$ cat config.mk
export PLATFORM = sky130hd
export DESIGN_NAME = branch_stage_top
export DESIGN_NICKNAME = d
export VERILOG_FILES = /design/src/hdl/mips_pkg.sv /design/src/hdl/reg_file.sv /design/src/hdl/branch_resolve.sv /design/src/hdl/pc_control.sv /design/src/hdl/branch_stage_top.sv
export SDC_FILE = /design/constraint.sdc
export NUM_CORES = 2
export LEC_CHECK = 0
export ABC_CLOCK_PERIOD_IN_PS = 15450
export BUFFER_PORTS_ARGS = -buffer_cell sky130_fd_sc_hd__buf_2
export CAP_MARGIN = 40
export CORE_AREA = 2 2 365 367
export DETAILED_ROUTE_END_ITERATION = 8
export DIE_AREA = 0 0 367 369
export HOLD_SLACK_MARGIN = 0.02
export SLEW_MARGIN = 10
export SYNTH_ARGS = -nofsm -noshare
export SYNTH_HDL_FRONTEND = slang
export SYNTH_SLANG_ARGS = --single-unit
$ cat constraint.sdc
create_clock -name clk -period 15.45 [get_ports clk]
set_input_delay 0.7725 -clock clk [delete_from_list [all_inputs] [get_ports clk]]
set_output_delay 0.7725 -clock clk [all_outputs]
set_load 0.03 [all_outputs]
$ cat src/hdl/mips_pkg.sv
`default_nettype none

package mips_pkg;

    typedef logic [31:0] word_t;
    typedef logic [4:0]  reg_addr_t;
    typedef logic [5:0]  opcode_t;
    typedef logic [5:0]  funct_t;

    // Primary opcodes
    localparam opcode_t OP_SPECIAL = 6'h00;
    localparam opcode_t OP_REGIMM  = 6'h01;
    localparam opcode_t OP_J       = 6'h02;
    localparam opcode_t OP_JAL     = 6'h03;
    localparam opcode_t OP_BEQ     = 6'h04;
    localparam opcode_t OP_BNE     = 6'h05;
    localparam opcode_t OP_BLEZ    = 6'h06;
    localparam opcode_t OP_BGTZ    = 6'h07;

    localparam funct_t FN_JR   = 6'h08;
    localparam funct_t FN_JALR = 6'h09;

    // REGIMM selects on the rt field
    localparam reg_addr_t RI_BLTZ   = 5'h00;
    localparam reg_addr_t RI_BGEZ   = 5'h01;
    localparam reg_addr_t RI_BLTZAL = 5'h10;
    localparam reg_addr_t RI_BGEZAL = 5'h11;

    localparam reg_addr_t LINK_REG = 5'd31;  // $ra

    localparam word_t MIPS_RESET_PC = 32'hBFC0_0000;  // Boot ROM base

endpackage

`default_nettype wire

$ cat src/hdl/reg_file.sv
`timescale 1ns/10ps
`default_nettype none

module reg_file (
    input  wire                      clk,
    input  wire                      rst_n,
    input  wire mips_pkg::reg_addr_t rs_addr,
    input  wire mips_pkg::reg_addr_t rt_addr,
    output mips_pkg::word_t          rs_value,
    output mips_pkg::word_t          rt_value,
    input  wire                      we,
    input  wire mips_pkg::reg_addr_t wa,
    input  wire mips_pkg::word_t     wd
);

    mips_pkg::word_t regs [1:31];  // $zero has no storage

    always_ff @(posedge clk) begin
        if (!rst_n) begin
            for (int i = 1; i < 32; i++) begin
                regs[i] <= 32'd0;
            end
        end else if (we && wa != 5'd0) begin
            regs[wa] <= wd;
        end
    end

    // Asynchronous reads so a write lands for the next cycle
    assign rs_value = (rs_addr == 5'd0) ? 32'd0 : regs[rs_addr];
    assign rt_value = (rt_addr == 5'd0) ? 32'd0 : regs[rt_addr];

    assert property (@(posedge clk) disable iff (!rst_n) we |-> !$isunknown(wa))
        else $error("register write with unknown address");

endmodule

`default_nettype wire

$ cat src/hdl/branch_resolve.sv
`timescale 1ns/10ps
`default_nettype none

module branch_resolve (
    input  wire mips_pkg::word_t inst,
    input  wire mips_pkg::word_t pc,
    input  wire mips_pkg::word_t rs_value,
    input  wire mips_pkg::word_t rt_value,
    output logic                 is_branch,
    output mips_pkg::word_t      branch_address,
    output mips_pkg::word_t      return_address,
    output logic                 is_link,
    output mips_pkg::reg_addr_t  link_dest
);

    mips_pkg::opcode_t   opcode;
    mips_pkg::funct_t    funct;
    mips_pkg::reg_addr_t rt_field;
    mips_pkg::reg_addr_t rd_field;
    mips_pkg::word_t     ds_addr;
    mips_pkg::word_t     offset_target;
    mips_pkg::word_t     jump_target;
    logic                rs_neg;
    logic                rs_zero;

    assign opcode   = inst[31:26];
    assign funct    = inst[5:0];
    assign rt_field = inst[20:16];
    assign rd_field = inst[15:11];

    assign ds_addr        = pc + 32'd4;  // Delay slot
    assign offset_target  = ds_addr + {{14{inst[15]}}, inst[15:0], 2'b00};
    assign jump_target    = {ds_addr[31:28], inst[25:0], 2'b00};  // Same 256 MB region
    assign return_address = pc + 32'd8;  // Skips the slot

    assign rs_neg  = rs_value[31];
    assign rs_zero = (rs_value == 32'd0);

    always_comb begin
        is_branch      = 1'b0;
        branch_address = 32'd0;
        is_link        = 1'b0;
        link_dest      = mips_pkg::LINK_REG;
        case (opcode)
            mips_pkg::OP_SPECIAL: begin
                if (funct == mips_pkg::FN_JR || funct == mips_pkg::FN_JALR) begin
                    is_branch      = 1'b1;
                    branch_address = rs_value;
                end
                if (funct == mips_pkg::FN_JALR) begin
                    is_link   = 1'b1;
                    link_dest = rd_field;
                end
            end
            mips_pkg::OP_REGIMM: begin
                case (rt_field)
                    mips_pkg::RI_BLTZ, mips_pkg::RI_BLTZAL: begin
                        is_branch = rs_neg;
                    end
                    mips_pkg::RI_BGEZ, mips_pkg::RI_BGEZAL: begin
                        is_branch = !rs_neg;
                    end
                    default: ;
                endcase
                if (is_branch) branch_address = offset_target;
                // Link is written even when not taken
                is_link = (rt_field == mips_pkg::RI_BLTZAL) ||
                          (rt_field == mips_pkg::RI_BGEZAL);
            end
            mips_pkg::OP_J, mips_pkg::OP_JAL: begin
                is_branch      = 1'b1;
                branch_address = jump_target;
                is_link        = (opcode == mips_pkg::OP_JAL);
            end
            mips_pkg::OP_BEQ:  is_branch = (rs_value == rt_value);
            mips_pkg::OP_BNE:  is_branch = (rs_value != rt_value);
            mips_pkg::OP_BLEZ: is_branch = rs_neg || rs_zero;
            mips_pkg::OP_BGTZ: is_branch = !rs_neg && !rs_zero;
            default: ;
        endcase
        if (is_branch && opcode >= mips_pkg::OP_BEQ && opcode <= mips_pkg::OP_BGTZ) begin
            branch_address = offset_target;
        end
    end

endmodule

`default_nettype wire

$ cat src/hdl/pc_control.sv
`timescale 1ns/10ps
`default_nettype none

module pc_control #(
    parameter mips_pkg::word_t RESET_PC = mips_pkg::MIPS_RESET_PC
) (
    input  wire                      clk,
    input  wire                      rst_n,
    input  wire                      inst_valid,
    input  wire                      stall,
    input  wire mips_pkg::word_t     inst,
    input  wire                      is_branch,
    input  wire mips_pkg::word_t     branch_address,
    input  wire mips_pkg::word_t     return_address,
    input  wire                      is_link,
    input  wire mips_pkg::reg_addr_t link_dest,
    input  wire                      wb_en,
    input  wire mips_pkg::reg_addr_t wb_addr,
    input  wire mips_pkg::word_t     wb_data,
    output mips_pkg::word_t          pc,
    output mips_pkg::reg_addr_t      rs_addr,
    output mips_pkg::reg_addr_t      rt_addr,
    output logic                     rf_we,
    output mips_pkg::reg_addr_t      rf_wa,
    output mips_pkg::word_t          rf_wd,
    output logic                     branch_taken,
    output logic                     link_en
);

    typedef enum logic {
        ST_BOOT,
        ST_RUN
    } pc_state_t;

    pc_state_t       state;
    logic            accept;
    logic            in_slot;         // Current pc is a delay slot
    mips_pkg::word_t pending_target;

    assign rs_addr = inst[25:21];
    assign rt_addr = inst[20:16];

    assign accept = inst_valid && !stall && (state == ST_RUN);

    // A branch sitting in a delay slot does not redirect
    assign branch_taken = accept && is_branch && !in_slot;
    assign link_en      = accept && is_link;

    // Link write wins over writeback
    assign rf_we = link_en || wb_en;
    assign rf_wa = link_en ? link_dest : wb_addr;
    assign rf_wd = link_en ? return_address : wb_data;

    always_ff @(posedge clk) begin
        if (!rst_n) begin
            state   <= ST_BOOT;
            pc      <= RESET_PC;
            in_slot <= 1'b0;
        end else begin
            case (state)
                ST_BOOT: state <= ST_RUN;
                ST_RUN: begin
                    if (accept) begin
                        pc      <= in_slot ? pending_target : pc + 32'd4;
                        in_slot <= branch_taken;
                    end
                end
                default: state <= ST_BOOT;
            endcase
        end
    end

    always_ff @(posedge clk) begin
        if (branch_taken) pending_target <= branch_address;
    end

    assert property (@(posedge clk) disable iff (!rst_n) pc[1:0] == 2'b00)
        else $error("pc misaligned: %h", pc);

    assert property (@(posedge clk) disable iff (!rst_n) (stall || !inst_valid) |=> $stable(pc))
        else $error("pc moved while stage was held");

endmodule

`default_nettype wire

$ cat src/hdl/branch_stage_top.sv
`timescale 1ns/10ps
`default_nettype none

module branch_stage_top #(
    parameter mips_pkg::word_t RESET_PC = mips_pkg::MIPS_RESET_PC
) (
    input  wire                      clk,
    input  wire                      rst_n,
    input  wire                      inst_valid,
    input  wire mips_pkg::word_t     inst,
    input  wire                      stall,
    input  wire                      wb_en,
    input  wire mips_pkg::reg_addr_t wb_addr,
    input  wire mips_pkg::word_t     wb_data,
    output wire mips_pkg::word_t     pc,
    output wire                      branch_taken,
    output wire mips_pkg::word_t     branch_target,
    output wire                      link_en,
    output wire mips_pkg::reg_addr_t link_addr,
    output wire mips_pkg::word_t     link_data
);

    wire mips_pkg::reg_addr_t rs_addr;
    wire mips_pkg::reg_addr_t rt_addr;
    wire mips_pkg::word_t     rs_value;
    wire mips_pkg::word_t     rt_value;
    wire                      is_branch;
    wire mips_pkg::word_t     branch_address;
    wire mips_pkg::word_t     return_address;
    wire                      is_link;
    wire mips_pkg::reg_addr_t link_dest;
    wire                      rf_we;
    wire mips_pkg::reg_addr_t rf_wa;
    wire mips_pkg::word_t     rf_wd;

    pc_control #(.RESET_PC(RESET_PC)) ctrl_i (
        .clk(clk), .rst_n(rst_n), .inst_valid(inst_valid), .stall(stall), .inst(inst),
        .is_branch(is_branch), .branch_address(branch_address),
        .return_address(return_address), .is_link(is_link), .link_dest(link_dest),
        .wb_en(wb_en), .wb_addr(wb_addr), .wb_data(wb_data), .pc(pc),
        .rs_addr(rs_addr), .rt_addr(rt_addr), .rf_we(rf_we), .rf_wa(rf_wa), .rf_wd(rf_wd),
        .branch_taken(branch_taken), .link_en(link_en)
    );

    reg_file rf_i (
        .clk(clk), .rst_n(rst_n), .rs_addr(rs_addr), .rt_addr(rt_addr),
        .rs_value(rs_value), .rt_value(rt_value), .we(rf_we), .wa(rf_wa), .wd(rf_wd)
    );

    branch_resolve br_i (
        .inst(inst), .pc(pc), .rs_value(rs_value), .rt_value(rt_value),
        .is_branch(is_branch), .branch_address(branch_address),
        .return_address(return_address), .is_link(is_link), .link_dest(link_dest)
    );

    assign branch_target = branch_address;
    assign link_addr     = rf_wa;  // Valid while link_en
    assign link_data     = rf_wd;

endmodule

`default_nettype wire

==> out/qor.txt <==
total gr overflow -> 0
Post-synth EDFFs -> 1,056
Via density -> 6.91
predominant post-synthesis flop cell -> edfxtp_1
Switching Share -> 26.4%
DRC Markers -> 0
area delta synth->final -> 12.5%
worst vdd ir -> 0.0000968 V
vias in the first global route -> 42.2k
Syn Area/Cell -> 13.2 sq um
Synth Register Bits -> 1,090
RSZ-0062 raised after global routing -> false
Clock power frac -> 40.2%
Pleak -> 24.1 nW
max cap viols -> 0
synth unique cells -> 80
wire length on met2 -> 104,000 um
WL met1 -> 83,100 um
initial antenna violation count -> 7
WP data arrival -> 7150 ps
Int Power -> 5.36 mW
die extent in y -> 369 um
clock latency on the worst-skew pair -> 800 ps
status -> finished, final reports clean
achievable frequency -> 126 MHz
largest net degree at the start of global routing -> 103
fill cell count -> 11.3k
type of origin of the critical path -> input port
clk_skew -> 59.4 ps
final hold slack -> 333 ps
CTS tree -> yes
Sum Neg Setup Slack -> 0 ps
Synth area leaders -> edfxtp_1, mux4_2, nor2_1
synthesized cell area -> 58,600 sq um
setup violators final -> 0
Period minus WS final -> 7920 ps
Top Ports -> 177
Hold Violations, Final -> 0
slew margin rel. -> 35.7%
clock slew at reported path FFs -> 60 ps
register area share after synthesis -> 55.2%
most frequent cells in the layout -> nor2_1, edfxtp_1, mux4_2
Post-Route WL -> 237,000 um
row count -> 133
hpwl dp -> 142,000 um
CTS Hold Bufs -> 0
register area -> 32,400 sq um
area of the multi-input gates -> 24,900 sq um
Crit. End Element -> output port
Ys Warns -> 0
Setup Buffers After CTS -> 0
DRT Pass-1 Iters -> 6
Yosys top cell by area -> edfxtp_1
CTS H-tree lvls -> 3
register-to-register path setup slack -> 10,030 ps
maximum clock insertion buffer count -> 3
# clock sinks -> 1,090
final net count -> 4,623
Post-CTS Resized -> 0
core region area -> 131,000 sq um
sequential power share -> 46.8%
IO buf count -> 176
Slew @ Worst Pin -> 964 ps
number of routed nets with antenna violations -> 0
TritonCTS buffer count -> 116
share of post-route cells with drive strength above 1 -> 24.7%
most common cell after layout, fill and taps aside -> nor2_1
Combinational Power Share -> 13.1%
Starting DRT DRC Count -> 7,573
share of the synthesized area in the top cell type -> 54.1%
P_sw -> 1.93 mW
Post-synth ARST share -> 0%
first-pass GRT wire length -> 327,000 um
Critical Setup Path Class -> in2out
Critical Path Fanout Max -> 81
gpl congestion -> 0.978
worst endpoint required time -> 14,680 ps
Total GRT Usage -> 34.5%
routed len/inst -> 37.3 um
vias post-DR -> 44.0k
Syn Inst Count -> 4,452
DIE WIDTH -> 367 um
final period utilization -> 51.3%
root buf cell -> clkbuf_16
Initial Utilization -> 44.7%
top routing layer in use -> met5
DIE AREA -> 135,000 sq um
Max Transition Viols Final -> 0
Tightest Hold Check Type -> in2reg
PwrDens -> 111 nW/um^2
routed wl met3 -> 35,300 um
==> worst paths after layout <==
path / cells after the start / to / startpoint
setup / recovery: 15 / branch_taken / inst[22]
hold / removal: 3 / ctrl_i.pending_target[9]$_DFFE_PP_ / inst[7]
setup reg to reg: 15 / ctrl_i.pending_target[31]$_DFFE_PP_ / ctrl_i.pc[3]$_SDFFE_PN0P_
hold reg to reg: 2 / ctrl_i.pc[22]$_SDFFE_PN1P_ / ctrl_i.pending_target[22]$_DFFE_PP_
==> state kept, by name, summed over array words and instances, names as in the netlist <==
signal                 cells
rf_i.regs               1024
ctrl_i.state               1
ctrl_i.in_slot             1
ctrl_i.pc                 32
ctrl_i.pending_target     32
==> cell usage after synthesis, drive strengths merged, types with 25 or more instances <==
master and n:
o22ai 62, mux4 475, nor2 1064, xnor2 62, xor2 44, nand2 247, o21ai 86, nand3 44
mux2 26, o221ai 25, a211oi 43, edfxtp 1056, ha 39, clkbuf 324, nand4 26, inv 65
buf 100, a21oi 57, nor3 25, dfxtp 34, mux2i 173, a22oi 82
==> layout make-up <==
type / instances / area share (%)
flip-flops and latches: 1090 / 49.1
multi-input cells: 2904 / 37.8
clock buffers: 145 / 4.63
repair buffers: 332 / 3.56
well taps: 1755 / 3.33
clock inverters: 68 / 1.24
inverters: 65 / 0.375
diodes: 5 / 0.0190
==> logic make-up after synthesis <==
family	after synthesis	share of synthesized area, %
AND/OR/NAND/NOR	1549	11.0
XOR/XNOR	106	1.58
multiplexers	674	21.7
AO/OA/AOI/OAI	503	6.19
buffers and inverters	489	3.47
adder cells (fa/ha/maj)	40	0.866
other	1	0.00639
flip-flops	1090	55.2
==> power by group through the flow <==
stage	combinational (mW)	clock (mW)	sequential, mW
after floorplan	0.554	0	3.45
after global placement	0.902	0	3.46
after detailed placement	0.916	0	3.47
after CTS	0.919	2.93	3.41
after global routing	0.967	3.04	3.42
final	0.952	2.93	3.41
==> layer usage <==
layer,vias to the layer above,GRT usage [%]
li1,17000,-
met1,22300,44.7
met2,3874,51.3
met3,736,11.1
met4,6,19.8
met5,-,0
==> metrics by stage <==
step,power (mW),cell area (sq um),setup slack [ps],cells,utilization [%]
6_report,7.29,66000,7530,6364,50.3
5_1_grt,7.43,66000,7530,6359,50.3
4_1_cts,7.26,66000,7730,6358,50.3
3_5_place_dp,4.39,62100,7770,6145,47.4
3_3_place_gp,4.37,61700,7480,6125,47.1
2_1_floorplan,4.00,58800,8900,4483,-
==> worst max-delay path, cell delays in order <==
cell and delay [ps]:
buf_8 500, buf_4 790, mux4_2 350, mux2i_1 90, a22oi_1 710, nand2_1 580
xnor2_1 400, nand3_1 280, nor4_1 800, a31oi_1 250, nor3b_4 230, buf_4 520
a21boi_4 80, buf_4 320, buf_2 260
(Power assumes the default switching activity.)
